[config.mk]
export PLATFORM = sky130hd
export DESIGN_NAME = mem_wb_stage
export DESIGN_NICKNAME = d
export VERILOG_FILES = /design/src/design/isa_pkg.sv /design/src/design/pipe_pkg.sv /design/src/design/mem_wb_stage.sv
export SDC_FILE = /design/constraint.sdc
export NUM_CORES = 2
export LEC_CHECK = 0
export BUFFER_PORTS_ARGS = -buffer_cell sky130_fd_sc_hd__buf_4
export CELL_PAD_IN_SITES_DETAIL_PLACEMENT = 0
export CELL_PAD_IN_SITES_GLOBAL_PLACEMENT = 2
export CORE_MARGIN = 8
export CORE_UTILIZATION = 50
export DETAILED_ROUTE_END_ITERATION = 7
export HOLD_SLACK_MARGIN = 0.02
export PLACE_DENSITY = 0.84
export RECOVER_POWER = 25
export SLEW_MARGIN = 20
export SYNTH_ARGS = -nofsm -noshare
export SYNTH_HDL_FRONTEND = slang
export SYNTH_SLANG_ARGS = --single-unit
[constraint.sdc]
create_clock -name clk -period 2.3 [get_ports clk]
set_clock_uncertainty 0.2 [all_clocks]
set_input_delay 0.23 -clock clk [delete_from_list [all_inputs] [get_ports clk]]
set_output_delay 0.23 -clock clk [all_outputs]
set_load 0.03 [all_outputs]
[src/design/isa_pkg.sv]
package isa_pkg;

	localparam int REG_IDX_W = 3;
	localparam int NUM_REGS = 2 ** REG_IDX_W;

	typedef logic [REG_IDX_W-1:0] reg_idx_t;

	// Major opcode in bits 15:11 of every word
	typedef enum logic [4:0] {
		OP_HALT = 5'b00000,
		OP_NOP  = 5'b00001,
		OP_ADDI = 5'b01000,
		OP_BEQZ = 5'b01100,
		OP_BNEZ = 5'b01101,
		OP_ST   = 5'b10000,
		OP_LD   = 5'b10001,
		OP_LBI  = 5'b11000,
		OP_ALU  = 5'b11011
	} opcode_t;

	// ADD, SUB, AND, XOR; func picks the operation
	typedef struct packed {
		opcode_t    opcode;
		reg_idx_t   rs;
		reg_idx_t   rt;
		reg_idx_t   rd;
		logic [1:0] func;
	} r_view_t;

	// ADDI, LD, ST; imm is two's complement
	typedef struct packed {
		opcode_t    opcode;
		reg_idx_t   rs;
		reg_idx_t   rd;
		logic [4:0] imm;
	} i_view_t;

	// LBI and the branches
	typedef struct packed {
		opcode_t    opcode;
		reg_idx_t   rs;
		logic [7:0] imm;
	} l_view_t;

	typedef union packed {
		r_view_t r;
		i_view_t i;
		l_view_t l;
	} instr_t;

	localparam logic [15:0] NOP_WORD = {OP_NOP, 11'd0};

endpackage

[src/design/pipe_pkg.sv]
package pipe_pkg;

	// Same encoding as the func field of a register-format word
	typedef enum logic [1:0] {
		ALU_ADD = 2'b00,
		ALU_SUB = 2'b01,
		ALU_AND = 2'b10,
		ALU_XOR = 2'b11
	} alu_op_t;

	// Writeback source
	typedef enum logic {
		WB_ALU = 1'b0,
		WB_MEM = 1'b1
	} wb_sel_t;

endpackage

[src/design/mem_wb_stage.sv]
`timescale 1ns/1ps

module mem_wb_stage import isa_pkg::*, pipe_pkg::*; #(
	parameter int DMEM_WORDS = 256
) (
	input  logic        clk,
	input  logic        rst_n,
	input  logic [15:0] alu_q,
	input  logic [15:0] store_q,
	input  reg_idx_t    rd_q,
	input  wb_sel_t     wb_sel_q,
	input  logic        mem_read_q,
	input  logic        mem_write_q,
	input  logic        reg_write_q,
	input  logic        halt_q,
	input  logic        illegal_q,
	output logic        wb_en,
	output reg_idx_t    wb_reg,
	output logic [15:0] wb_data,
	output logic [15:0] fwd_data,
	output logic        halted,
	output logic        err
);

	localparam int DA_W = $clog2(DMEM_WORDS);

	logic [15:0] dmem [DMEM_WORDS] = '{default: 16'd0};
	logic [15:0] alu_w;
	logic [15:0] load_w;
	wb_sel_t     wb_sel_w;
	logic [15:0] wb_result;

	always_ff @(posedge clk) begin
		if (mem_write_q) begin
			dmem[alu_q[DA_W-1:0]] <= store_q;
		end
	end

	// Memory/writeback payload
	always_ff @(posedge clk) begin
		wb_reg <= rd_q;
		alu_w <= alu_q;
		wb_sel_w <= wb_sel_q;
		if (mem_read_q) begin
			load_w <= dmem[alu_q[DA_W-1:0]];
		end
	end

	// halted and err are sticky until reset
	always_ff @(posedge clk or negedge rst_n) begin
		if (!rst_n) begin
			wb_en <= 1'b0;
			halted <= 1'b0;
			err <= 1'b0;
		end else begin
			wb_en <= reg_write_q;
			halted <= halted || halt_q;
			err <= err || illegal_q;
		end
	end

	assign wb_result = (wb_sel_w == WB_MEM) ? load_w : alu_w;

	// One result feeds both the register file and the bypass into execute
	assign wb_data = wb_result;
	assign fwd_data = wb_result;

endmodule

---- Word level (Yosys, flattened, before mapping) ----
Memory sizes are Yosys's and may differ from the RTL's. A register that Yosys moved wholly into a read port is not among the register bits.
Index checks and enable logic that the tools add are counted.
cells by class
  muxes and demuxes ....................... 3
  reduce and logical (&&, ||, !) cells .... 2
operator list
  cell                number
  16-bit two-way mux  1
  1-bit logical OR    2
  1-bit two-way mux   2
storage, ports and cells
  flip-flop bits (word level) ............. 23
  output and inout port bits .............. 38
  input bits .............................. 43
  memories ................................ 1
  memory bits (writable) .................. 4096
memory list
  memory  words  bits a word  read ports  clocked after memory_dff  wr ports  RTL line            source
  dmem    256    16           1           1                         1         mem_wb_stage.sv:27  logic [15:0] dmem [DMEM_WORDS] = '{default: 16'd0};

---- Depth between registers and ports, before layout ----
  word-level depth ........................ 2
  mapped depth ............................ 10
  mapped depth without buffers ............ 5

---- Worst setup path before layout ----
OpenSTA, ideal clock, no wires.
  path type ............................... input to register
  from .................................... input alu_q[0]
  to ...................................... memory dmem[145][0], enable pin
  required time ........................... 1.691 ns
  setup time .............................. 0.409 ns
  cell stages on the path ................. 7
  arrival time ............................ 2.525 ns
  setup slack ............................. -0.834 ns
  buffers on the path ..................... 5
  path through ............................ clkbuf_1 > buf_6 > clkbuf_1 > buf_2 > nand2b_1 > clkbuf_1 > nor3_1
RTL lines
  item             RTL line            source
  start, declared  mem_wb_stage.sv:8   input logic [15:0] alu_q,
  end, declared    mem_wb_stage.sv:27
Straight into the memory's write port.

==> impl_metrics.tcl <==
set metrics [dict create \
    tritoncts "done" \
    status "complete, but fails checks" \
    grt_pass1_vias 80190 \
    fp.dieH_um 575.2 \
    wl_per_cell_um 33.51 \
    ir_drop_uv 736.4 \
    violations "capacitance limit, slew limit, setup timing" \
    vias 79619 \
    syn_nets 6829 \
    required_ps 2740 \
    cts_buffers 408 \
    crit_type "reg2reg" \
    fin_crit_ps 2845 \
    multi_input_area_um2 34230 \
    synth_area_um2 156400 \
    yosysWarnings 0 \
    synth_cell_types 24 \
    seq_area_um2 124000 \
    track_usage 0.2482 \
    avgSynthCellArea_um2 23.04 \
    grt_pass1_wl_mm 593.0 \
    syn_inst 6786 \
    cp-end-kind "flip-flop" \
    ioPinCount 81 \
    routed_via_density 6.387 \
    clk_pin_slew_ps 60 \
    core_um2 311600 \
    drc 0 \
    wl_mm 417.7 \
    critPathLaunchType "flip-flop" \
    synth-seq-area-share 0.7928 \
    area_growth_pct 22.60 \
    first_iter_violations 10876 \
    grt_max_degree 100 \
    rsz0062_at_grt "yes" \
    report.final.slew_viol_count 693 \
    cts_buffer_depth 4 \
    die-area_um2 330900 \
    clock_latency_ps 980 \
    finalHoldViolCount 0 \
    largest_register_ffs 4096 \
    grt_overflow 0 \
    hp-class "in2reg" \
    die_width_um 575.2 \
    finalSetupViolCount 3707 \
    final.setup.tns_ps -503910 \
    ys_seq_elements 4135 \
    leakage_nw 60.30 \
    p_total_w 0.1601 \
    hpwl_mm 260.5 \
    maxSlewHeadroom -0.5773 \
    finalCritPeriodShare 1.237 \
    clock_sinks 4135 \
    fin_util 0.6151 \
    crit_fanout 1 \
    cap_violations 12 \
    dr.pass1.iters 5 \
    nFillCells 20393 \
    cts_root_buf "clkbuf_16" \
    io_buffers 80 \
    postRouteAntennaNets 0 \
    setup_ws_ps -545.5 \
    power_density_nw_per_um2 835.3 \
    layout-drive-gt1-share 0.4025 \
    place_congestion 0.8621 \
    arrival_ps 3280 \
    rows 205 \
    antenna_found_initial 14 \
    worst_slew_pin_slew_ps 2366 \
    nNetsFinal 8028 \
    start_util 0.5017 \
    htreeDepth 5 \
    max_freq_mhz 351.4 \
]
[final cells by class]
cell class | instances | area share
Sequential cell | 4135 | 0.6467
Multi-Input combinational cell | 2212 | 0.1786
Timing Repair Buffer | 1227 | 0.07669
Clock buffer | 491 | 0.05522
Tap cell | 4140 | 0.02702
Clock inverter | 252 | 0.01573
Antenna cell | 7 | 0.00009138
Inverter | 1 | 0.00001958
[stage by stage]
| stage | hold slack [ps] | worst slack, ps | area [µm²] | std cells |
|---|---|---|---|---|
| after floorplan | -265.6 | -200.2 | 159100 | 6786 |
| after global placement | -182.8 | -2436 | 175700 | 11644 |
| after detailed placement | -178.5 | -1633 | 175700 | 11645 |
| after CTS | 21.92 | -437.0 | 191400 | 12445 |
| after global routing | 202.8 | -573.6 | 191700 | 12461 |
| final | 254.7 | -545.5 | 191700 | 12465 |
[metal layers]
layer / global-route usage / up-vias / part of all wire / wire length [µm]
met5: 0 / - / 0.00021 / 87
met4: 0.1013 / 6 / 0.047 / 19450
met3: 0.05158 / 758 / 0.11 / 44660
met2: 0.3897 / 4760 / 0.47 / 198000
met1: 0.3440 / 42372 / 0.37 / 155500
li1: - / 31723 / - / -
[timing repair]
action / in CTS / in global routing
endpoints found under the setup margin: 48 / 901
pin swaps: 69 / 67
hold buffers: 63 / 6
cloned: 1 / 0
endpoints found under the hold margin: 4585 / 5
buffers inserted: 0 / 12
gates resized for setup: 289 / 87
[cell usage after synthesis]
master    count  area, µm²
mux4_2     1024      23060
clkbuf_1    261      979.7
mux2_2       16      180.2
nor2b_1       7      43.79
nand4_1      16      100.1
inv_1         1      3.750
dfrtp_1       3      75.07
or3_1         1      6.260
buf_2        82      410.4
nand3_1      13      65.06
nor2_1      232      870.8
a22oi_1     512       3844
buf_1        40      150.1
a21oi_1     256       1281
nand2b_1      6      37.54
buf_4        29      217.7
nand2_1      28      105.1
and2_1        3      18.77
edfxtp_1   4112     123500
buf_6        26      292.8
o41ai_1      64      560.5
or2_2         4      25.02
nor3_1       30      150.1
dfxtp_1      20      400.4
[power breakdown]
part	total (W)	switching (W)	internal, W
Combinational	0.00925	0.00555	0.00370
Sequential	0.0832	0.000144	0.0831
Clock	0.0676	0.0287	0.0390
Total	0.160	0.0344	0.126
[logic make-up after synthesis]
family	Yosys count	share of synthesized area
compound gates	832	0.03636
flops	4135	0.7928
buf+inv	439	0.01314
mux	1040	0.1486
simple gates	340	0.009098
[final timing paths]
kind | start | endpoint | slack, ps | cells past startpoint
max reg2reg | dmem[40][13]$_DFFE_PP_ | load_w[13]$_DFFE_PP_ | -550 | 6
min in group asynchronous | rst_n | halted$_DFF_PN0_ | 560 | 4
max in group asynchronous | rst_n | err$_DFF_PN0_ | 1190 | 4
min | alu_q[1] | alu_w[1]$_DFF_P_ | 250 | 3
min reg2reg | halted$_DFF_PN0_ | halted$_DFF_PN0_ | 270 | 1
max | dmem[40][13]$_DFFE_PP_ | load_w[13]$_DFFE_PP_ | -550 | 6
[layout by cell type (no fill, tap or decap), types with 5 or more instances in the layout]
master	n
a21oi_1	152
a21oi_2	80
a21oi_4	24
a22oi_1	399
a22oi_2	113
buf_12	411
buf_4	637
buf_6	57
bufinv_16	53
clkbuf_1	91
clkbuf_16	411
clkbuf_2	18
clkbuf_4	21
clkinv_1	77
clkinv_16	12
clkinv_2	64
clkinv_4	7
clkinvlp_4	21
dfxtp_1	19
diode_2	7
dlygate4sd3_1	66
edfxtp_1	4112
inv_6	7
mux2_4	16
mux4_2	1024
nand2_1	15
nand2_2	8
nand2_4	5
nand3_2	9
nand4_1	16
nor2_2	57
nor2_4	174
nor3_4	26
o41ai_1	7
o41ai_2	29
o41ai_4	28
[worst max-delay path, cell delays in order (launching register included)]
cell	delay, ps
edfxtp_1	420
mux4_2	530
a22oi_2	310
a21oi_4	130
o41ai_4	590
buf_4	250
nand4_1	100
No activity file was read; power rests on OpenSTA's default activity.
