--- src/design/isa_pkg.sv ---
package isa_pkg;

	localparam int REG_IDX_W = 3;
	localparam int NUM_REGS = 2 ** REG_IDX_W;

	typedef logic [REG_IDX_W-1:0] reg_idx_t;

	// Major opcode in bits 15:11 of every word
	typedef enum logic [4:0] {
		OP_HALT = 5'b00000,
		OP_NOP  = 5'b00001,
		OP_ADDI = 5'b01000,
		OP_BEQZ = 5'b01100,
		OP_BNEZ = 5'b01101,
		OP_ST   = 5'b10000,
		OP_LD   = 5'b10001,
		OP_LBI  = 5'b11000,
		OP_ALU  = 5'b11011
	} opcode_t;

	// ADD, SUB, AND, XOR; func picks the operation
	typedef struct packed {
		opcode_t    opcode;
		reg_idx_t   rs;
		reg_idx_t   rt;
		reg_idx_t   rd;
		logic [1:0] func;
	} r_view_t;

	// ADDI, LD, ST; imm is two's complement
	typedef struct packed {
		opcode_t    opcode;
		reg_idx_t   rs;
		reg_idx_t   rd;
		logic [4:0] imm;
	} i_view_t;

	// LBI and the branches
	typedef struct packed {
		opcode_t    opcode;
		reg_idx_t   rs;
		logic [7:0] imm;
	} l_view_t;

	typedef union packed {
		r_view_t r;
		i_view_t i;
		l_view_t l;
	} instr_t;

	localparam logic [15:0] NOP_WORD = {OP_NOP, 11'd0};

endpackage

--- src/design/pipe_pkg.sv ---
package pipe_pkg;

	// Same encoding as the func field of a register-format word
	typedef enum logic [1:0] {
		ALU_ADD = 2'b00,
		ALU_SUB = 2'b01,
		ALU_AND = 2'b10,
		ALU_XOR = 2'b11
	} alu_op_t;

	// Writeback source
	typedef enum logic {
		WB_ALU = 1'b0,
		WB_MEM = 1'b1
	} wb_sel_t;

endpackage

--- src/design/execute_stage.sv ---
`timescale 1ns/1ps

module execute_stage import isa_pkg::*, pipe_pkg::*; (
	input  logic        clk,
	input  logic        rst_n,
	input  logic [15:0] rs_val,
	input  logic [15:0] rt_val,
	input  logic [15:0] imm,
	input  reg_idx_t    rs_idx,
	input  reg_idx_t    rt_idx,
	input  reg_idx_t    rd_idx,
	input  alu_op_t     alu_op,
	input  wb_sel_t     wb_sel,
	input  logic        alu_b_imm,
	input  logic        alu_a_zero,
	input  logic        mem_read,
	input  logic        mem_write,
	input  logic        reg_write,
	input  logic        is_beqz,
	input  logic        is_bnez,
	input  logic        is_halt,
	input  logic        is_illegal,
	input  logic [15:0] pc_q,
	input  logic        mem_wb_reg_write,
	input  reg_idx_t    mem_wb_rd,
	input  logic [15:0] mem_wb_data,
	output logic        branch_taken,
	output logic [15:0] branch_target,
	output logic [15:0] alu_q,
	output logic [15:0] store_q,
	output reg_idx_t    rd_q,
	output wb_sel_t     wb_sel_q,
	output logic        mem_read_q,
	output logic        mem_write_q,
	output logic        reg_write_q,
	output logic        halt_q,
	output logic        illegal_q
);

	logic [15:0] a_fwd;
	logic [15:0] b_fwd;
	logic [15:0] op_a;
	logic [15:0] op_b;
	logic [15:0] alu_res;

	// Newest producer first; loads in execute/memory are covered by the stall
	function automatic logic [15:0] bypass(input reg_idx_t idx, input logic [15:0] reg_val);
		if (reg_write_q && wb_sel_q == WB_ALU && rd_q == idx) begin
			return alu_q;
		end else if (mem_wb_reg_write && mem_wb_rd == idx) begin
			return mem_wb_data;
		end
		return reg_val;
	endfunction

	always_comb begin
		a_fwd = bypass(rs_idx, rs_val);
		b_fwd = bypass(rt_idx, rt_val);
	end

	assign op_a = alu_a_zero ? 16'd0 : a_fwd;
	assign op_b = alu_b_imm ? imm : b_fwd;

	// SUB is rs - rt
	always_comb begin
		case (alu_op)
			ALU_ADD: alu_res = op_a + op_b;
			ALU_SUB: alu_res = op_a - op_b;
			ALU_AND: alu_res = op_a & op_b;
			default: alu_res = op_a ^ op_b;
		endcase
	end

	assign branch_taken = (is_beqz && a_fwd == 16'd0) || (is_bnez && a_fwd != 16'd0);
	assign branch_target = pc_q + 16'd1 + imm;

	// Execute/memory control
	always_ff @(posedge clk or negedge rst_n) begin
		if (!rst_n) begin
			mem_read_q <= 1'b0;
			mem_write_q <= 1'b0;
			reg_write_q <= 1'b0;
			halt_q <= 1'b0;
			illegal_q <= 1'b0;
		end else begin
			mem_read_q <= mem_read;
			mem_write_q <= mem_write;
			reg_write_q <= reg_write;
			halt_q <= is_halt;
			illegal_q <= is_illegal;
		end
	end

	// Address or result, plus store data
	always_ff @(posedge clk) begin
		alu_q <= alu_res;
		store_q <= b_fwd;
		rd_q <= rd_idx;
		wb_sel_q <= wb_sel;
	end

endmodule

--- config.mk ---
export PLATFORM = sky130hd
export DESIGN_NAME = execute_stage
export DESIGN_NICKNAME = d
export VERILOG_FILES = /design/src/design/isa_pkg.sv /design/src/design/pipe_pkg.sv /design/src/design/execute_stage.sv
export SDC_FILE = /design/constraint.sdc
export NUM_CORES = 1
export LEC_CHECK = 0
export BUFFER_PORTS_ARGS = -buffer_cell sky130_fd_sc_hd__buf_2
export CELL_PAD_IN_SITES_DETAIL_PLACEMENT = 1
export CELL_PAD_IN_SITES_GLOBAL_PLACEMENT = 1
export CORE_MARGIN = 1
export CORE_UTILIZATION = 32
export CTS_CLUSTER_DIAMETER = 200
export CTS_CLUSTER_SIZE = 10
export DETAILED_ROUTE_END_ITERATION = 12
export GPL_TIMING_DRIVEN = 0
export MAX_ROUTING_LAYER = met4
export PLACE_DENSITY_LB_ADDON = 0.12
export SLEW_MARGIN = 10
export SYNTH_ARGS = -nofsm -noshare
export SYNTH_HDL_FRONTEND = slang
export SYNTH_SLANG_ARGS = --single-unit
--- constraint.sdc ---
create_clock -name clk -period 4.7 [get_ports clk]
set_input_delay 0.94 -clock clk [delete_from_list [all_inputs] [get_ports clk]]
set_output_delay 0.94 -clock clk [all_outputs]
set_load 0.03 [all_outputs]
# Word level (Yosys, flattened, before mapping)
# Cells that the tools add are included.
# classes
bitwise_logic	3
add_sub_neg	4
reduce_logical	11
n_eq_ne	6
n_mux	13
# ops
cell	n
16-bit 2-to-1 mux	8
16-bit case mux with 3 select lines	1
16-bit adder	2
16-bit by 1-bit adder with 16-bit output, second input constant	1
16-bit bitwise AND	1
16-bit zero test	1
16-bit nonzero test	1
16-bit subtractor	1
16-bit XOR	1
3-bit == test	4
1-bit logical AND	7
1-bit 2-to-1 mux	4
2-bit by 1-bit == test with 1-bit output, second input constant	1
2-bit == test, second input constant	1
2-bit zero test	1
1-bit logical OR	1
1-bit inverter	1
# word_totals
ff_bits	41
output_inout_bits	58

# Depth between registers and ports, before layout
# Gate-level depths: netlist (run 1).
# depth
ltp_word	8
depth_mapped	22
mapped_depth_nobuf	20

# Least setup slack after synthesis (run 1)
# OpenSTA, ideal clock, no wires.
# synth_timing
path_type	in2reg
from	in rt_idx[2]
to	reg alu_q[15]
n_path_buf	1
path_stages	19
path_slack_ns	-0.446
t_required_ns	4.557
arrival_ns	5.003
cell_sequence	xor2_1 -> nor4_2 -> buf_2 -> a211oi_1 -> o31ai_1 -> inv_1 -> ha_1 -> nand2_1 -> o21ai_0 -> inv_1 -> ha_1 -> nor2b_1 -> o31ai_1 -> a211o_1 -> a31oi_1 -> a221o_1 -> or4_1 -> nand4_1 -> a2111oi_2
# synth_between
elab_chain_len	8
# synth_lines
element	line	text
from (decl)	execute_stage.sv:10	input reg_idx_t rt_idx,
3-bit == test	execute_stage.sv:50	end else if (mem_wb_reg_write && mem_wb_rd == idx) begin
1-bit logical AND	execute_stage.sv:50	
1-bit 2-to-1 mux	execute_stage.sv:50	
1-bit 2-to-1 mux	execute_stage.sv:48	if (reg_write_q && wb_sel_q == WB_ALU && rd_q == idx) begin
16-bit 2-to-1 mux *	execute_stage.sv:53	return reg_val;
16-bit 2-to-1 mux *	execute_stage.sv:62	assign op_b = alu_b_imm ? imm : b_fwd;
16-bit subtractor, or another cell as far along	execute_stage.sv:68	ALU_SUB: alu_res = op_a - op_b;
16-bit case mux with 3 select lines *	execute_stage.sv:66	case (alu_op)
net alu_res[15]	execute_stage.sv:44	logic [15:0] alu_res;
to (signal assigned)	execute_stage.sv:96	alu_q <= alu_res;
to (decl)	execute_stage.sv:29	output logic [15:0] alu_q,
# The timed path passes the listed nets; every way through them passes the cells marked *.

# Final worst setup path (run 1)
# Same ends and word-level chain as after synthesis.

==> results of run 1 <==
## worst max-delay path, cell delays in order
cell and delay (ns):
buf_8 0.11, xor2_4 0.15, or4_4 0.60, buf_12 0.18, a21oi_4 0.19, buf_12 0.15, a221oi_4 0.07, buf_12 0.18
buf_4 0.14, o31ai_2 0.22, xor2_1 0.23, ha_1 0.29, or3_4 0.34, o21ai_2 0.08, a211o_1 0.19, a31oi_4 0.10
a221o_1 0.36, or4_1 0.42, nand4_1 0.13, a2111oi_2 0.05
## worst paths after layout
check                           cells past startpoint             endpoint               from
worst max-delay path                               20    alu_q[15]$_DFF_P_          rt_idx[2]
worst min-delay path                                1     halt_q$_DFF_PN0_              rst_n
worst max register to register                     19    alu_q[15]$_DFF_P_    rd_q[2]$_DFF_P_
worst min register to register                      2  store_q[14]$_DFF_P_  alu_q[14]$_DFF_P_
max in group asynchronous                           1  illegal_q$_DFF_PN0_              rst_n
min in group clk                                    2  store_q[14]$_DFF_P_  alu_q[14]$_DFF_P_
## kinds of logic after synthesis
family | count (synthesis) | share of synthesized area
simple gates | 192 | 0.221
flops | 41 | 0.194
fa+ha+maj | 49 | 0.144
xor+xnor | 48 | 0.0962
mux | 42 | 0.100
buf+inv | 54 | 0.0530
compound gates | 129 | 0.192
## layer usage
metal / up-vias / track usage / routed length [um]
met4: 0 / 0.112 / 524
met5: - / - / 0
met1: 2436 / 0.305 / 7610
met2: 145 / 0.498 / 9860
met3: 30 / 0.0297 / 772
li1: 2448 / - / -
## registers in the layout (all words and copies together), names as in the netlist
signal and cells:
alu_q 16, store_q 16, rd_q 3, halt_q 1
illegal_q 1, mem_read_q 1, mem_write_q 1, reg_write_q 1
wb_sel_q 1
## power by group through the flow
stage               logic, uW  registers (uW)  clock network [uW]
floorplan                 513             545                   0
global placement          856             450                   0
detailed placement        883             452                   0
CTS                      1010             448                 427
global route             1140             458                 445
finish                   1060             452                 425
## stage by stage
step | utilization | instances | setup TNS [ns] | hold WS, ns | area [um2]
floorplan | - | 555 | -0.165 | 0.627 | 4570
global placement | 0.422 | 895 | -5.00 | 0.545 | 5610
detailed placement | 0.422 | 895 | -5.00 | 0.554 | 5610
CTS | 0.489 | 941 | -0.426 | 0.440 | 6490
global route | 0.503 | 952 | -1.17 | 0.439 | 6690
finish | 0.503 | 952 | -0.663 | 0.442 | 6690
## cells in the final DEF (no fill, tap or decap), drive strengths merged, types with 5 or more instances in the layout
cell,instances
a221oi,11
nand3,14
a211oi,6
xnor2,29
nand2,24
nor2b,5
nor3,15
o31ai,5
clkbuf,17
xor2,19
a21oi,58
ha,47
dfxtp,36
nand2b,9
or3,8
mux2,5
buf,223
inv,31
nor4,18
o21ai,19
mux2i,37
dfrtp,5
nand4,8
nor2,75
## layout make-up
type,instances,area [um2],share of cell area
flip-flops and latches,41,846,0.126
well taps,176,220,0.0329
multi-input cells,460,3890,0.581
diodes,1,2.50,0.000374
plain buffers,23,155,0.0232
clock buffers,6,139,0.0208
clock inverters,2,37.5,0.00561
inverters,31,116,0.0174
repair buffers,212,1280,0.192
## timing repair
| action | CTS | global route |
|---|---|---|
| buffers inserted | 37 | 11 |
| hold endpoints to repair | 0 | 0 |
| hold buffers | 0 | 0 |
| gates cloned | 2 | 0 |
| gates resized for setup | 75 | 33 |
| pin swaps | 47 | 17 |
| setup endpoints to repair | 9 | 6 |
==> flow_summary.ini, run 1 <==
[clock_network]
insertion_delay_ns = 0.29
cts_tree = built
numCtsBuffers = 5
htreeDepth = 2
clkSinkCount = 41
cts_root_buf = clkbuf_16
clk_pin_slew_ns = 0.07
clk_path_buf_depth = 2

[cells_and_area]
synthToLayoutAreaGrowth_pct = 53.0
final_nets = 930
num-fill-cells = 1643
drive_gt1_frac = 0.412

[synthesis]
synthArstFlopShare = 0.122
syn_nets = 711
yosysMostFrequentCell = nor2_1
synth_top_area_cell = dfxtp_1
syn_area_um2 = 4370
synth.distinct_cells = 62
synth_edf_count = 0
ys_warn_count = 0
synth-seq-area-share = 0.194
synth_top_cell_area_share = 0.165
synthTopCellsByArea = dfxtp_1, ha_1, mux2i_1
synth_cells = 555
ys_ff_latch = 41
synth_ff_type = dfxtp_1
syn_avg_cell_area_um2 = 7.87
synth_commonest_cells = nor2_1, a21oi_1, ha_1

[die]
die_width_um = 119
coreArea_um2 = 13300
start_util = 0.329
rows = 42
dieArea_um2 = 14100
die_h_um = 119
ios = 165

[critical_path]
worst-setup-path-type = primary input to register
reg2reg_slack_ns = 0.02
worst_ep_arrival_time_ns = 5.14
start_kind = primary input
crit_path_end_kind = register
crit_required_ns = 4.85
worstPathMaxFanout = 6

[sta]
rsz0062_at_grt = yes
maxSlewHeadroom = 0.414
finalSetupViolations = 5
min_period_ns = 4.99
slew_violations = 0
fin_crit_sh = 1.06
setup_ws_ns = -0.290
worstMarginPinSlew_ns = 0.880
finClkSkew_ns = 0.0103
hold_viol_final = 0
fmax_mhz = 200

[pwr]
power-per-cell-area_nw_per_um2 = 290
ir_drop_uv = 137
pwr-share-comb = 0.548
finalPower_uw = 1940
p_int_uw = 1090
p_seq_frac = 0.233
swShare = 0.435
power.switching_uw = 843
power_leakage_uw = 0.00321
p_clk_frac = 0.219

[flow_run]
max_cap_violations = 0

[global_route]
track_usage = 0.274
grt_overflow = 0
grt_max_degree = 14
antenna_found_initial = 1
grt_pass1_wl_um = 29300
grt_pass1_vias = 5575

[drt]
drtIter0Drc = 235
wl_per_cell_um = 19.7
viasPerCell = 5.31
drt-pass1-iter-count = 4
drc = 0
routed_wl_um = 18800
num_vias = 5059
ant_nets = 0

[outcome]
violations = negative setup slack
status = finished with violations

[placement]
dp_slack_ns = -1.03
place_hpwl_um = 14400
numPortBuffers = 164
routabilityCongestion = 0.909

[hold_path]
hold_class = primary input to async pin
Power figures use the tool's default switching activity.
==> inputs of run 2 (changes only) <==
--- a/config.mk
+++ b/config.mk
@@ -5,11 +5,12 @@
 export SDC_FILE = /design/constraint.sdc
 export NUM_CORES = 1
 export LEC_CHECK = 0
+export ABC_AREA = 1
 export BUFFER_PORTS_ARGS = -buffer_cell sky130_fd_sc_hd__buf_2
 export CELL_PAD_IN_SITES_DETAIL_PLACEMENT = 1
 export CELL_PAD_IN_SITES_GLOBAL_PLACEMENT = 1
 export CORE_MARGIN = 1
-export CORE_UTILIZATION = 32
+export CORE_UTILIZATION = 30
 export CTS_CLUSTER_DIAMETER = 200
 export CTS_CLUSTER_SIZE = 10
 export DETAILED_ROUTE_END_ITERATION = 12
==> flow_summary.ini, run 2 <==
[placement]
routabilityCongestion = 0.878
place_hpwl_um = 15700
place_inst = 1052
numPortBuffers = 164
place_area_um2 = 5540
dp_slack_ns = -0.664

[critical_path]
reg2reg_depth = 30
crit_required_ns = 3.76
worst-setup-path-type = primary input to primary output
worstPathMaxFanout = 4
r2r-start = rd_q[0]$_DFF_P_
r2r_end = alu_q[12]$_DFF_P_
reg2reg_slack_ns = 0.60
startpoint = imm[2]
worst_ep_arrival_time_ns = 3.53
crit_path_end_kind = primary output
start_kind = primary input

[synthesis]
ys_warn_count = 0
syn_area_um2 = 4490
synth_edf_count = 0
syn_avg_cell_area_um2 = 6.38
synth-seq-area-share = 0.188
synth_cells = 704
synth_top_cell_area_share = 0.160
synth.distinct_cells = 45
syn_nets = 860
synthArstFlopShare = 0.122
synthTopCellsByArea = dfxtp_1, nand2_1, ha_1
synth_commonest_cells = nand2_1, inv_1, nand3_1
synth_top_area_cell = dfxtp_1
ys_ff_latch = 41
synth_ff_type = dfxtp_1
yosysMostFrequentCell = nand2_1

[die]
dieArea_um2 = 15500
start_util = 0.308
coreArea_um2 = 14600
die_width_um = 124
rows = 44
die_h_um = 124
ios = 165

[drt]
num_vias = 5287
routed_wl_um = 18100
wl_per_cell_um = 16.8
ant_nets = 0
viasPerCell = 4.92
drt-pass1-iter-count = 4
drtIter0Drc = 165
drc = 0

[outcome]
status = finished clean

[sta]
finClkSkew_ns = 0.0105
fin_crit_sh = 0.951
fmax_mhz = 224
finalSetupViolations = 0
slew_violations = 0
setup_tns_ns = 0
hold_viol_final = 0
rsz0062_at_grt = yes
maxSlewHeadroom = 0.492
worstMarginPinSlew_ns = 0.759
min_period_ns = 4.47
setup_ws_ns = 0.233

[clock_network]
htreeDepth = 2
clkSinkCount = 41
insertion_delay_ns = 0.30
cts_tree = built
cts_root_buf = clkbuf_16
clk_pin_slew_ns = 0.06
numCtsBuffers = 5
clk_path_buf_depth = 2

[global_route]
grt_pass1_vias = 5516
track_usage = 0.241
grt_max_degree = 14
antenna_found_initial = 1
grt_overflow = 0
grt_pass1_wl_um = 28800

[cells_and_area]
drive_gt1_frac = 0.301
final_nets = 1045
final_cell_mix = nand2_1, buf_2, inv_1, nand3_1
synthToLayoutAreaGrowth_pct = 31.7
final_common_cell = nand2_1
fin_cells = 1075
fin_area_um2 = 5910
post-route-util = 0.405
biggestRegsByFlops = alu_q: 16 flops, store_q: 16 flops, rd_q: 3 flops

[pwr]
swShare = 0.433
power-per-cell-area_nw_per_um2 = 300
ir_drop_uv = 129
pwr-share-comb = 0.497
power_leakage_uw = 0.00329
p_clk_frac = 0.254
power.switching_uw = 767
p_seq_frac = 0.249
p_int_uw = 1010

[flow_run]
max_cap_violations = 0

[hold_path]
hold_class = primary input to async pin
run 2: cell families after synthesis:
kind of cell / count (synthesis) / synth area share
fa+ha+maj: 49 / 0.140
flops: 41 / 0.188
compound gates: 119 / 0.153
xor+xnor: 32 / 0.0624
simple gates: 354 / 0.357
buf+inv: 109 / 0.0989
run 2: area by class of cell:
type,instances,area (um2)
antenna,1,2.50
buffer,19,106
clock buffer,5,125
clock inverter,3,65.1
fill,1974,8680
inverter,90,340
multi-input combinational,554,3270
sequential,41,846
tap,184,230
timing repair buffer,178,926
run 2: through the flow:
step | hold slack (ns) | power [uW]
2_1_floorplan | 0.644 | 1010
3_3_place_gp | 0.567 | 1270
3_5_place_dp | 0.574 | 1290
4_1_cts | 0.457 | 1760
5_1_grt | 0.461 | 1890
6_report | 0.460 | 1770
run 2: critical path, cell delays in order:
cell,delay (ns)
buf_2,0.11
ha_1,0.34
nand2_1,0.09
nor2_1,0.04
a211oi_1,0.34
o21ai_0,0.24
a21boi_1,0.30
o21ai_0,0.20
a21boi_0,0.38
o21ai_0,0.16
xor2_1,0.16
buf_2,0.22
run 2: routing by layer:
| metal | global-route usage | up-vias | share of wire |
|---|---|---|---|
| met5 | - | - | 0 |
| met4 | 0.0673 | 0 | 0.018 |
| met3 | 0.0288 | 19 | 0.039 |
| met2 | 0.405 | 131 | 0.48 |
| met1 | 0.302 | 2466 | 0.46 |
| li1 | - | 2671 | - |
run 2: power groups by stage:
stage / combinational, uW / clock (uW) / sequential [uW]
2_1_floorplan: 469 / 0 / 537
3_5_place_dp: 843 / 0 / 450
5_1_grt: 967 / 474 / 447
3_3_place_gp: 825 / 0 / 450
4_1_cts: 857 / 461 / 443
6_report: 880 / 450 / 442
run 2: what timing repair did:
| action | in CTS | in global routing |
|---|---|---|
| hold buffers | 0 | 0 |
| setup buffers | 5 | 9 |
| pin swaps | 4 | 14 |
| resized for setup | 4 | 24 |
| setup endpoints to repair | 3 | 7 |
run 2: worst max path at each step:
stage | end | slack (ns) | cells past startpoint
detailed placement | alu_q[12]$_DFF_P_ | -0.66 | 31
floorplan | alu_q[12]$_DFF_P_ | 0.25 | 30
global placement | alu_q[12]$_DFF_P_ | -0.49 | 31
finish | branch_target[13] | 0.23 | 12
CTS | alu_q[12]$_DFF_P_ | 0.02 | 31
global route | alu_q[13]$_DFF_P_ | -0.04 | 31
