[src/design/isa_pkg.sv]
package isa_pkg;

	localparam int REG_IDX_W = 3;
	localparam int NUM_REGS = 2 ** REG_IDX_W;

	typedef logic [REG_IDX_W-1:0] reg_idx_t;

	// Major opcode in bits 15:11 of every word
	typedef enum logic [4:0] {
		OP_HALT = 5'b00000,
		OP_NOP  = 5'b00001,
		OP_ADDI = 5'b01000,
		OP_BEQZ = 5'b01100,
		OP_BNEZ = 5'b01101,
		OP_ST   = 5'b10000,
		OP_LD   = 5'b10001,
		OP_LBI  = 5'b11000,
		OP_ALU  = 5'b11011
	} opcode_t;

	// ADD, SUB, AND, XOR; func picks the operation
	typedef struct packed {
		opcode_t    opcode;
		reg_idx_t   rs;
		reg_idx_t   rt;
		reg_idx_t   rd;
		logic [1:0] func;
	} r_view_t;

	// ADDI, LD, ST; imm is two's complement
	typedef struct packed {
		opcode_t    opcode;
		reg_idx_t   rs;
		reg_idx_t   rd;
		logic [4:0] imm;
	} i_view_t;

	// LBI and the branches
	typedef struct packed {
		opcode_t    opcode;
		reg_idx_t   rs;
		logic [7:0] imm;
	} l_view_t;

	typedef union packed {
		r_view_t r;
		i_view_t i;
		l_view_t l;
	} instr_t;

	localparam logic [15:0] NOP_WORD = {OP_NOP, 11'd0};

endpackage

[src/design/pipe_pkg.sv]
package pipe_pkg;

	// Same encoding as the func field of a register-format word
	typedef enum logic [1:0] {
		ALU_ADD = 2'b00,
		ALU_SUB = 2'b01,
		ALU_AND = 2'b10,
		ALU_XOR = 2'b11
	} alu_op_t;

	// Writeback source
	typedef enum logic {
		WB_ALU = 1'b0,
		WB_MEM = 1'b1
	} wb_sel_t;

endpackage

[src/design/decode_stage.sv]
`timescale 1ns/1ps

module decode_stage import isa_pkg::*, pipe_pkg::*; (
	input  logic        clk,
	input  logic        rst_n,
	input  instr_t      instruction,
	input  logic [15:0] pc,
	input  logic        branch_taken,
	input  logic        wb_en,
	input  reg_idx_t    wb_reg,
	input  logic [15:0] wb_data,
	output logic        stall,
	output logic        halt_seen,
	output logic [15:0] rs_val,
	output logic [15:0] rt_val,
	output logic [15:0] imm,
	output reg_idx_t    rs_idx,
	output reg_idx_t    rt_idx,
	output reg_idx_t    rd_idx,
	output alu_op_t     alu_op,
	output wb_sel_t     wb_sel,
	output logic        alu_b_imm,
	output logic        alu_a_zero,
	output logic        mem_read,
	output logic        mem_write,
	output logic        reg_write,
	output logic        is_beqz,
	output logic        is_bnez,
	output logic        is_halt,
	output logic        is_illegal,
	output logic [15:0] pc_q
);

	logic [15:0] rf [NUM_REGS];
	reg_idx_t    rs_rd;
	reg_idx_t    rt_rd;
	logic [15:0] rs_data;
	logic [15:0] rt_data;
	logic [15:0] imm5_ext;
	logic [15:0] imm8_ext;
	logic [15:0] dec_imm;
	reg_idx_t    dec_rd;
	alu_op_t     dec_alu_op;
	wb_sel_t     dec_wb_sel;
	logic        dec_b_imm;
	logic        dec_a_zero;
	logic        dec_mem_read;
	logic        dec_mem_write;
	logic        dec_reg_write;
	logic        dec_beqz;
	logic        dec_bnez;
	logic        dec_halt;
	logic        dec_illegal;
	logic        bubble;
	logic        halt_hold;

	assign imm5_ext = {{11{instruction.i.imm[4]}}, instruction.i.imm};
	assign imm8_ext = {{8{instruction.l.imm[7]}}, instruction.l.imm};

	always_comb begin
		dec_alu_op = ALU_ADD;
		dec_wb_sel = WB_ALU;
		dec_imm = imm5_ext;
		dec_rd = instruction.i.rd;
		dec_b_imm = 1'b1;
		dec_a_zero = 1'b0;
		dec_mem_read = 1'b0;
		dec_mem_write = 1'b0;
		dec_reg_write = 1'b0;
		dec_beqz = 1'b0;
		dec_bnez = 1'b0;
		dec_halt = 1'b0;
		dec_illegal = 1'b0;
		case (instruction.r.opcode)
			OP_ALU: begin
				dec_alu_op = alu_op_t'(instruction.r.func);
				dec_rd = instruction.r.rd;
				dec_b_imm = 1'b0;
				dec_reg_write = 1'b1;
			end
			OP_ADDI: dec_reg_write = 1'b1;
			OP_LD: begin
				dec_mem_read = 1'b1;
				dec_reg_write = 1'b1;
				dec_wb_sel = WB_MEM;
			end
			OP_ST: dec_mem_write = 1'b1;
			OP_LBI: begin
				// Destination sits in the rs field
				dec_imm = imm8_ext;
				dec_rd = instruction.l.rs;
				dec_a_zero = 1'b1;
				dec_reg_write = 1'b1;
			end
			OP_BEQZ: begin
				dec_imm = imm8_ext;
				dec_beqz = 1'b1;
			end
			OP_BNEZ: begin
				dec_imm = imm8_ext;
				dec_bnez = 1'b1;
			end
			OP_HALT: dec_halt = 1'b1;
			OP_NOP: begin
				// Nothing to do
			end
			default: begin
				dec_halt = 1'b1;
				dec_illegal = 1'b1;
			end
		endcase
	end

	// Register file, written at the end of writeback
	always_ff @(posedge clk or negedge rst_n) begin
		if (!rst_n) begin
			for (int i = 0; i < NUM_REGS; i++) begin
				rf[i] <= '0;
			end
		end else if (wb_en) begin
			rf[wb_reg] <= wb_data;
		end
	end

	// ST data register shares bits 7:5 with rt
	assign rs_rd = instruction.r.rs;
	assign rt_rd = instruction.r.rt;
	assign rs_data = (wb_en && wb_reg == rs_rd) ? wb_data : rf[rs_rd];
	assign rt_data = (wb_en && wb_reg == rt_rd) ? wb_data : rf[rt_rd];

	// Load in execute feeding this instruction
	assign stall = mem_read && (rd_idx == rs_rd || rd_idx == rt_rd);
	assign bubble = stall || branch_taken;

	assign halt_seen = halt_hold || (dec_halt && !branch_taken);

	always_ff @(posedge clk or negedge rst_n) begin
		if (!rst_n) begin
			halt_hold <= 1'b0;
		end else if (dec_halt && !bubble) begin
			halt_hold <= 1'b1;
		end
	end

	// Decode/execute control
	always_ff @(posedge clk or negedge rst_n) begin
		if (!rst_n) begin
			mem_read <= 1'b0;
			mem_write <= 1'b0;
			reg_write <= 1'b0;
			is_beqz <= 1'b0;
			is_bnez <= 1'b0;
			is_halt <= 1'b0;
			is_illegal <= 1'b0;
		end else begin
			mem_read <= dec_mem_read && !bubble;
			mem_write <= dec_mem_write && !bubble;
			reg_write <= dec_reg_write && !bubble;
			is_beqz <= dec_beqz && !bubble;
			is_bnez <= dec_bnez && !bubble;
			is_halt <= dec_halt && !bubble;
			is_illegal <= dec_illegal && !bubble;
		end
	end

	// Decode/execute payload
	always_ff @(posedge clk) begin
		rs_val <= rs_data;
		rt_val <= rt_data;
		imm <= dec_imm;
		rs_idx <= rs_rd;
		rt_idx <= rt_rd;
		rd_idx <= dec_rd;
		alu_op <= dec_alu_op;
		wb_sel <= dec_wb_sel;
		alu_b_imm <= dec_b_imm;
		alu_a_zero <= dec_a_zero;
		pc_q <= pc;
	end

endmodule

[config.mk]
export PLATFORM = sky130hd
export DESIGN_NAME = decode_stage
export DESIGN_NICKNAME = d
export VERILOG_FILES = /design/src/design/isa_pkg.sv /design/src/design/pipe_pkg.sv /design/src/design/decode_stage.sv
export SDC_FILE = /design/constraint.sdc
export NUM_CORES = 1
export LEC_CHECK = 0
export ABC_AREA = 1
export BUFFER_PORTS_ARGS = -buffer_cell sky130_fd_sc_hd__buf_2
export CORE_ASPECT_RATIO = 0.75
export CORE_MARGIN = 2
export CORE_UTILIZATION = 55
export CTS_CLUSTER_DIAMETER = 30
export CTS_CLUSTER_SIZE = 14
export DETAILED_ROUTE_END_ITERATION = 8
export PLACE_DENSITY_LB_ADDON = 0.05
export REMOVE_ABC_BUFFERS = 1
export SETUP_SLACK_MARGIN = 0.5
export SLEW_MARGIN = 20
export SYNTH_ARGS = -nofsm -noshare
export SYNTH_HDL_FRONTEND = slang
export SYNTH_SLANG_ARGS = --single-unit
export TNS_END_PERCENT = 50
[constraint.sdc]
create_clock -name clk -period 2.1 [get_ports clk]
set_clock_uncertainty 0.05 [all_clocks]
set_input_delay 0.21 -clock clk [delete_from_list [all_inputs] [get_ports clk]]
set_output_delay 0.21 -clock clk [all_outputs]
set_load 0.05 [all_outputs]
* Word level (Yosys, flattened, before mapping)
Cells that the tools add are included.
** Storage, ports and cells
- Word-level logic and storage cells :: 90
- Bits of input ports :: 55
- Flip-flop bits (word level) :: 214
- Output and inout port bits :: 87
** Cells by class
- Order comparisons :: 4
- Reductions and logical operators :: 22
- Equality and inequality tests :: 12
- Bitwise logic cells :: 3
- Muxes and demuxes :: 22
** Operator list (count)
- bitwise mux 128 bit :: 1
- 2-to-1 mux 16 bit :: 8
- binary-select mux 16 bit (select 3 bit) :: 2
- demux 16 bit (select 3 bit) :: 1
- equality test 5 bit (second input constant) :: 4
- equality test 5 x 4 -> 1 bit (second input constant) :: 3
- equality test 3 bit :: 4
- greater-or-equal comparator 4 bit (second input constant) :: 3
- logical AND 1 bit :: 12
- NOT 3 -> 4 bit :: 3
- 2-to-1 mux 1 bit :: 9
- OR reduction 9 bit :: 1
- OR reduction 8 bit :: 1
- case mux 3 bit (2 select lines) :: 1
- equality test 5 x 1 -> 1 bit (second input constant) :: 1
- logical NOT 5 bit :: 1
- < comparator 4 x 1 -> 1 bit (second input constant) :: 1
- OR reduction 4 bit :: 1
- logical OR 1 bit :: 3
- OR reduction 3 bit :: 1
- logical NOT 1 bit :: 2

* Logic depth before layout (Yosys ltp)
Gate-level depths: netlist of run 1.
- Depth in word-level cells :: 6
- Mapped depth :: 10
- Mapped depth without buffers :: 8

* Least setup slack after synthesis of run 1
OpenSTA, ideal clock, no wires.
- Path type :: input-to-output
- Start point :: in instruction[13] (netlist name)
- End point :: out halt_seen
- Buffers on the path :: 0
- Arrival :: 1677 ps
- Path slack :: 163 ps
- Cell stages on the path :: 6
- Cell sequence :: inv_1 -> nand2_1 -> nor2_1 -> nor2_1 -> nand2_1 -> o21ai_0
** Between the ends
- Word-level cells in the longest chain between the ends :: 5
- Elaborated cells between the ends (all ways) :: 12
** RTL lines
- start, declared :: line decode_stage.sv:6 : input instr_t instruction,
- equality test 5 x 1 -> 1 bit, or another cell as far along :: line decode_stage.sv:74 : case (instruction.r.opcode)
- OR reduction 8 bit (no source line) *
- 2-to-1 mux 1 bit * :: line decode_stage.sv:74
- logical AND 1 bit * :: line decode_stage.sv:135 : assign halt_seen = halt_hold || (dec_halt && !branch_taken);
- logical OR 1 bit * :: line decode_stage.sv:135
- end, declared :: line decode_stage.sv:13 : output logic halt_seen,
Every way passes the cells marked *; elsewhere a longest branch is shown, timed or not.

* Worst setup path after layout of run 1
- Start point :: reg rd_idx[2]
- End point :: out stall
** Between the ends
- Word-level cells in the longest chain between the ends :: 3
- Elaborated cells between the ends (all ways) :: 4
** RTL lines
- start, declared :: line decode_stage.sv:19 : output reg_idx_t rd_idx,
- start signal, assigned :: line decode_stage.sv:173 : rd_idx <= dec_rd;
- equality test 3 bit :: line decode_stage.sv:132 : assign stall = mem_read && (rd_idx == rs_rd || rd_idx == rt_rd);
- logical OR 1 bit * :: line decode_stage.sv:132
- logical AND 1 bit * :: line decode_stage.sv:132
- end, declared :: line decode_stage.sv:12 : output logic stall,
Marks and branches as above.

==> results of run 1 <==
cell families after synthesis:
group / share of synthesized area
and+or+nand+nor: 0.2006
buffers and inverters: 0.09856
DFF: 0.5094
AOI/OAI and AO/OA: 0.1906
xor gates and xnor gates: 0.0009287
registers in the layout (all words and copies together), names as in the netlist:
register,flops
alu_op,2
is_illegal,1
rd_idx,3
rt_val,16
pc_q,16
rs_idx,3
imm,8
mem_read,1
is_halt,1
alu_b_imm,1
is_bnez,1
reg_write,1
mem_write,1
halt_hold,1
rt_idx,3
alu_a_zero,1
wb_sel,1
is_beqz,1
rs_val,16
rf,128
stage by stage:
step | std cells | hold slack (ns) | TNS, ns | instance area (µm²)
finish | 1591 | 0.03818 | 0 | 11910
global route | 1591 | 0.05364 | 0 | 11910
CTS | 1591 | 0.01315 | 0 | 11900
detailed placement | 1478 | 0.1550 | 0 | 10160
global placement | 1478 | 0.1573 | 0 | 10160
floorplan | 1097 | -0.1356 | -11.91 | 8932
cells in the mapped netlist, types with 3 or more instances:
cell / number
dfrtp_1: 136
inv_1: 103
o211ai_1: 65
dfxtp_1: 70
buf_2: 35
o21ai_0: 198
buf_6: 7
nand2_1: 307
nand3_1: 104
clkbuf_1: 25
inv_2: 3
buf_4: 14
a21oi_1: 60
nor2_1: 33
power by group through the flow:
stage / combinational, mW / sequential, mW / clock [mW]
4_1_cts: 2.31 / 4.91 / 6.09
3_5_place_dp: 2.23 / 4.96 / 0
5_1_grt: 2.59 / 4.99 / 6.28
6_report: 2.32 / 4.92 / 6.03
2_1_floorplan: 0.965 / 5.45 / 0
3_3_place_gp: 2.18 / 4.96 / 0
routing by layer:
layer  GRT usage  share of wire
met5           0              0
met4     0.08658          0.016
met3     0.06430          0.083
met2      0.4769           0.45
met1      0.4366           0.45
how the worst max path moves through the flow:
| stage | start | to | slack [ns] | depth (start not counted) |
|---|---|---|---|---|
| 3_3_place_gp | instruction[5] | rt_val[12] | 0.51 | 8 |
| 4_1_cts | rd_idx[2] | stall | 0.40 | 8 |
| 3_5_place_dp | instruction[8] | rs_val[13] | 0.48 | 7 |
| 6_report | rd_idx[2] | stall | 0.36 | 8 |
| 2_1_floorplan | imm[14] | imm[10] | -1.32 | 0 |
| 5_1_grt | rd_idx[2] | stall | 0.34 | 8 |
worst max-delay path, stage by stage (launching register included):
cell and delay, ns:
dfxtp_4 0.35, inv_2 0.06, nand2_1 0.05, nand2_1 0.05
nand3_1 0.09, nand2_1 0.11, nand2_2 0.07, inv_2 0.06
buf_8 0.14
what timing repair did:
action,CTS,global route
hold buffers,44,0
resized for setup,12,2
pin swaps,4,6
setup buffers,1,0
endpoints found under the setup margin,1,2
endpoints found under the hold margin,131,0
area by class of cell:
type	count	share of cell area
timing repair buffer	211	0.1186
tap	215	0.02259
clock inverter	23	0.02143
sequential	206	0.4042
multi-input combinational	781	0.3116
clock buffer	45	0.08552
inverter	110	0.03604
==> flow_results.org, run 1 <==
** Pwr
- Flop pwr share :: 0.371
- In this run the power density over the cells is 1114 nW/µm².
- After layout, the design draws a total of 13.27 mW.
- Switching share of total power :: 0.3018
- The analysis attributes to cell leakage a power of 5.792 nW.
- The share of total power dissipated in the clock network is 0.454.
- Across the VDD grid, the largest voltage drop is 726.1 µV.
- Cell-internal power :: 9.264 mW
- In this run the power spent charging and discharging nets is 4.005 mW.
- Comb pwr share :: 0.175

** Synthesis
- Post-synthesis average cell area :: 7.980 µm²
- Share of synthesized area occupied by flip-flops and latches :: 0.5094
- The largest total area in the synthesized netlist belongs to dfrtp_1.
- After synthesis, the share of flip-flops with an asynchronous set or reset is 0.6602.
- Unique cell type count in the Yosys netlist :: 29
- Yosys warning count :: 0
- Count of state elements after synthesis :: 206
- Area of the mapped netlist :: 9433 µm²
- Top cells by area, synth :: dfrtp_1, dfxtp_1, nand2_1
- Yosys mapped a number of flops with a built-in enable equal to 0.
- Area share of the largest cell type after synthesis :: 0.3608
- Post-synthesis instance total :: 1182
- Most frequently used flop master after synthesis :: dfrtp_1

** Global route
- Entering global routing, the biggest net connects 65 pins.
- The number of global-route vias before repair was 8416.
- The number of antenna violations at the first check in global routing came to 0.
- Wire length of the first global-routing pass :: 44.38 mm
- For this run, the total global-route usage over all layers was measured as 0.3065.
- Overflow after GRT :: 0

** Clocking
- Clock tree synthesis found a total of 206 sinks.
- No sink is reached through more buffers than the 3 on the longest clock path.
- The H-tree was split into 2 levels.
- Clock input transition at the sequential cells of the worst setup and hold paths :: 0.05 ns
- In this run the clock root is driven by a clkbuf_16.
- TritonCTS created 37 clock buffers.
- The clock reaches the later pin of the worst-skew pair after 0.50 ns.
- Clock tree from TritonCTS :: yes

** Routing
- In this run, the number of DRC markers left after iteration 0 of detailed routing was 865.
- Using the TritonRoute via totals, the vias-per-cell ratio works out to 5.522.
- Count of vias placed by the detailed router :: 8785
- Drc violations :: 0
- The first detailed-routing pass took 5 iterations.
- Wire per inst :: 17.22 µm
- Wires add up to 27.40 mm.
- Post-detailed-route count of antenna-violating nets :: 0

** Placement
- During placement, the flow inserted port buffers numbering 141.
- Routability-driven placement finished with a final weighted congestion of 0.8938.
- Once detailed placement completed, the half-perimeter wirelength came to 15.85 mm.
- OpenSTA, run right after detailed placement, puts the worst setup slack at 0.4803 ns.

** Worst setup path
- Critical register-to-register path endpoint :: mem_write
- The startpoint identified for the worst register-to-register timing path is rd_idx[2].
- Kind of critical path :: reg2out
- Along the worst path, the maximum fanout reaches 4.
- For the worst setup path, the data required time is 1.84 ns.
- FF-to-FF setup slack :: 0.85 ns
- Critical Path Sink Type :: output port
- Startpoint Class :: flip-flop
- For the worst flop-to-flop path, the logic depth is 9.
- STA puts the critical path data arrival time at 1.48 ns.

** Finish
- Share of post-route cells with drive strength above 1 :: 0.1853
- Leaving out fill and tap cells, the most frequent cells in the layout are nand2_1, o21ai_0, buf_2.
- At the end of the flow, the number of nets in the layout was 1402.
- Relative to the synthesized area, the layout overhead comes to 26.25%.
- Summing all flip-flop and latch instances after layout gives 4813 µm².
- The multi-input combinational cells in the finished layout cover a total of 3711 µm².
- Once layout is complete, the utilization of the core stands at 0.7078.
- Most common library cell in the layout ignoring fill and taps :: nand2_1
- Number of fill cells in the layout :: 1359
- Number of antenna repair diodes :: 0

** Timing
- Max Slew Vio Count :: 0
- Number of setup violations in the final report :: 0
- Worst Setup Slack, final :: 0.3629 ns
- The number of hold violations in the final report was 0.
- Maximum clock rate :: 0.5757 GHz
- Transition at the pin with the smallest max-transition slack :: 0.5265 ns
- In the finished design, the share of the clock period the worst path needs comes to 0.8272.
- Measured against its own limit, the worst slew margin works out to 0.6490.
- Unrepaired setup endpoints after global routing :: yes
- Time the worst path needs with I/O delays and setup :: 1.737 ns

** Die
- Core Region :: 16830 µm²
- The die covers 18230 µm².
- Die outline width :: 155.2 µm
- Count of pins on the block boundary :: 142
- FP Rows :: 41
- Initial core utilization :: 0.5606
- In this run the vertical extent of the chip is 117.4 µm.

** Worst hold path
- Worst Min Path Start :: instruction[15]
- Min-Delay Path Class :: in2reg
- Min-Delay Endpoint :: is_beqz
- The worst hold path was traced through 4 stages.

** Run
- The tool flagged a number of max-cap violations equal to 0.

** Outcome
- The run finished with clean final reports.
Power figures use the tool's default switching activity.
==> run 2, diff against run 1 <==
--- a/config.mk
+++ b/config.mk
@@ -5,11 +5,11 @@
 export SDC_FILE = /design/constraint.sdc
 export NUM_CORES = 1
 export LEC_CHECK = 0
-export ABC_AREA = 1
+export ABC_AREA = 0
 export BUFFER_PORTS_ARGS = -buffer_cell sky130_fd_sc_hd__buf_2
 export CORE_ASPECT_RATIO = 0.75
 export CORE_MARGIN = 2
-export CORE_UTILIZATION = 55
+export CORE_UTILIZATION = 51
 export CTS_CLUSTER_DIAMETER = 30
 export CTS_CLUSTER_SIZE = 14
 export DETAILED_ROUTE_END_ITERATION = 8
==> constraint.sdc (replaced) <==
create_clock -name clk -period 1.4 [get_ports clk]
set_clock_uncertainty 0.05 [all_clocks]
set_input_delay 0.14 -clock clk [delete_from_list [all_inputs] [get_ports clk]]
set_output_delay 0.14 -clock clk [all_outputs]
set_load 0.05 [all_outputs]
==> run 2 against run 1 <==
The run now ends with setup timing left. Cell area increased by 16%. Via count decreased by 26%. Critical path depth decreased by 4. Die area increased by 5.8%. Largest cell class unchanged. Largest power group unchanged. Highest routed layer unchanged.
==> flow_results.org, run 2 <==
** Die
- Core Region :: 17710 µm² (+5.3%)
- The die height is 120.8 µm (+2.8%).
- Die outline width :: 159.7 µm (+2.9%)
- FP Rows :: 42 (+2.4%)
- The number of top-level pins is 142 (unchanged).
- Initial core utilization :: 0.5234 (-0.03722)
- Overall die area :: 19280 µm² (+5.8%)

** Clocking
- The number of clock sinks seen by CTS was 206 (unchanged).
- Clock tree from TritonCTS :: yes
- Maximum root-to-sink buffer count :: 3 (unchanged)
- The tree is rooted in a clkbuf_16.
- Clock input transition at the sequential cells of the worst setup and hold paths :: 0.05 ns (about the same)
- Number of buffers created by CTS :: 36 (-2.7%)
- Number of levels in the clock H-tree :: 2 (unchanged)
- Later-pin clock latency in the skew report :: 0.49 ns (about the same)

** Synthesis
- Top cells by area, synth :: dfrtp_1, mux4_2, mux2_2
- Yosys warning count :: 0 (unchanged)
- Area share of the largest cell type after synthesis :: 0.3672 (+0.006380)
- The number of enable-type register cells in the synthesized netlist was 0 (unchanged).
- List of most frequent post-synthesis cells :: dfrtp_1, mux2_2, dfxtp_1
- The count of different cell masters after synthesis is 41 (+41%).
- Cell type with the largest total area after synthesis :: dfrtp_1
- The synthesized area per cell is 14.53 µm² (+82%).
- The combined area of all synthesized cells came to 9269 µm² (-1.7%).
- The share of flip-flops with an asynchronous set or reset came to 0.6602 (unchanged).
- Count of state elements after synthesis :: 206 (unchanged)
- The share of the yosys chip area belonging to registers was 0.5184 (+0.009007).
- Post-synthesis instance total :: 638 (-46%)
- Among all flip-flop cells after synthesis, the most frequent one is dfrtp_1.
- The most common cell in the synthesized netlist is dfrtp_1.

** Routing
- Iter 0 DRT Violations :: 610 (-29%)
- Wire per inst :: 23.00 µm (+34%)
- The total wire length came to 26.38 mm (-3.7%).
- The post-detailed-route DRC marker count was 0 (unchanged).
- Count of vias placed by the detailed router :: 6502 (-26%)
- Drt first pass iters :: 5 (unchanged)
- Post-detailed-route count of antenna-violating nets :: 0 (unchanged)
- Mean number of vias per cell :: 5.669 (+2.7%)

** Worst setup path
- The worst endpoint data arrival time came to 1.47 ns (about the same).
- Kind of critical path :: reg2out
- Data required time of the worst path :: 1.21 ns (-0.63 ns)
- The number of buffer and inverter stages on the critical path is 1 (-2).
- The maximum fanout encountered on the critical timing path is 3 (-1).
- The worst setup path is captured at an output port.
- Largest incremental delay on the critical path :: 0.37 ns (+0.02 ns)
- The worst setup path is launched from a flip-flop.
- In this design, the largest share of critical-path delay is due to flip-flops.
- The critical path goes through xnor2_2 -> nand4_1 -> nand2_2 -> buf_8.
- The largest individual stage delay along the critical path comes from the cell dfxtp_4.

** Timing
- Slew Limit Headroom :: 0.6694 (+0.02043)
- Dividing the final minimum period by the clock period gives 1.187.
- Number of setup violations in the final report :: 11 (+11)
- Time the worst path needs with I/O delays and setup :: 1.661 ns
- Maximum clock rate :: 0.6020 GHz
- Number of failing hold endpoints at the final stage :: 0 (unchanged)
- The worst path setup slack after routing was -0.2612 ns (-0.6240 ns).
- Max Slew Vio Count :: 0 (unchanged)
- Unrepaired setup endpoints after global routing :: yes
- Transition at the pin with the smallest max-transition slack :: 0.4929 ns (-0.03361 ns)

** Finish
- The library cell used most frequently in the layout, excluding fill and tap cells, is dfrtp_1.
- The flip-flop count of the largest register after layout is 128 (unchanged).
- Share of post-route cells with drive strength above 1 :: 0.6475 (+0.4622)
- The final standard cell utilization of the core came to 0.7806 (+0.07286).
- Register cell area after layout :: 4902 µm² (+1.8%)
- The top cell types in the final layout, fill and taps aside, are dfrtp_1, mux2_2, buf_8.
- Counting flops per register, the top entry is rf.
- The layout net count was 934 (-33%).
- Number of fill cells in the layout :: 988 (-27%)
- The area of the multi-input gates was 4343 µm² (+17%).
- Compared with the post-synthesis result, the final layout area differs by 49.15%.
- The antenna diode count was 0 (unchanged).
- The number of standard cells in the final layout excluding fillers was 1147 (-28%).

** Pwr
- The total power consumption of the routed design is 22.83 mW (+72%).
- The maximum vdd ir drop was 1168 µV (+61%).
- Static leakage :: 6.064 nW (+4.7%)
- Pwr Density :: 1651 nW/µm² (+48%)

** Global route
- Via count of the first global-routing pass :: 7065 (-16%)
- The number of antenna violations at the first check in global routing came to 0 (unchanged).
- The global routing usage summed across all routing layers was 0.2739 (-0.03251).
- Largest net degree at the start of global routing :: 47 (-28%)
- The total overflow reported by the global router is 0 (unchanged).
- The wire length of the first global-routing pass was 40.21 mm (-9.4%).

** Outcome
- Status :: complete, but fails checks
- The checks that failed: setup timing.

** Run
- Maxcap violations :: 0 (unchanged)

** Placement
- The count of input and output buffers is 141 (unchanged).
- The count of placed standard cells including taps came to 1019 (-31%).
- Pre-CTS setup slack :: -0.2036 ns (-0.6839 ns)
- Hpwl dp :: 15.03 mm (-5.2%)
- Weighted congestion reported at the end of routability-driven placement :: 0.8791 (-1.6%)

** Worst hold path
- Min-Delay Path Class :: in2reg
-- run 2: cell count changes after synthesis, moves of 18 or more --
cell | previous run | this run
mux2_2 | 0 | 127
mux4_2 | 0 | 64
a21oi_1 | 60 | 33
o21ai_0 | 198 | 8
o211ai_1 | 65 | 0
nand3_1 | 104 | 1
mux2i_1 | 0 | 32
buf_4 | 14 | 32
inv_1 | 103 | 6
nand2_1 | 307 | 2
-- run 2: cell type report --
class                      count  area share
sequential                   206      0.3546
multi-input combinational    360      0.3141
timing repair buffer         269      0.2178
clock buffer                  46     0.07385
tap                          242     0.02190
clock inverter                18     0.01611
inverter                       6    0.001629
-- run 2: path summary, 6_finish.rpt --
path	to	slack (ns)	cells after the start	start
setup reg to reg	halt_hold	0	7	rd_idx[0]
setup / recovery	stall	-0.26	4	rd_idx[0]
min in group asynchronous	rf[108]	0.03	2	rst_n
hold / removal	rt_idx[0]	0.01	2	instruction[5]
max in group asynchronous	rf[21]	0.72	3	rst_n
hold reg to reg	halt_hold	0.45	1	halt_hold
-- run 2: stage by stage --
step | hold WS [ns] | instance area (µm²) | TNS, ns
2_1_floorplan | -0.2056 | 8853 | -23.47
5_1_grt | 0.01797 | 13820 | -0.7952
6_report | 0.01353 | 13820 | -0.4550
3_3_place_gp | -0.005237 | 10560 | -4.432
3_5_place_dp | -0.007865 | 10560 | -5.279
4_1_cts | -0.02418 | 13450 | -0.2604
-- run 2: kinds of logic after synthesis --
kind of cell | share of synthesized area
AOI/OAI and AO/OA | 0.02889
xor gates and xnor gates | 0.01228
buffers and inverters | 0.04725
DFF | 0.5184
muxes | 0.3456
and+or+nand+nor | 0.04765
-- run 2: metal layers --
metal | track usage | vias to the layer above | part of all wire
li1 | - | 2823 | -
met1 | 0.3552 | 3413 | 0.41
met2 | 0.4627 | 209 | 0.51
met3 | 0.05557 | 57 | 0.047
met4 | 0.09716 | 0 | 0.026
met5 | 0 | - | 0
-- run 2: timing repair --
| action | in CTS | in global routing |
|---|---|---|
| buffers inserted | 13 | 8 |
| pin swaps | 44 | 15 |
| hold endpoints to repair | 333 | 0 |
| hold buffers | 43 | 0 |
| resized for setup | 359 | 85 |
| endpoints found under the setup margin | 153 | 182 |
-- run 2: power by group --
| part | switching (mW) | internal [mW] |
|---|---|---|
| sequential | 0.910 | 7.19 |
| clock | 3.03 | 5.92 |
| combinational | 2.65 | 3.13 |
| total | 6.59 | 16.2 |
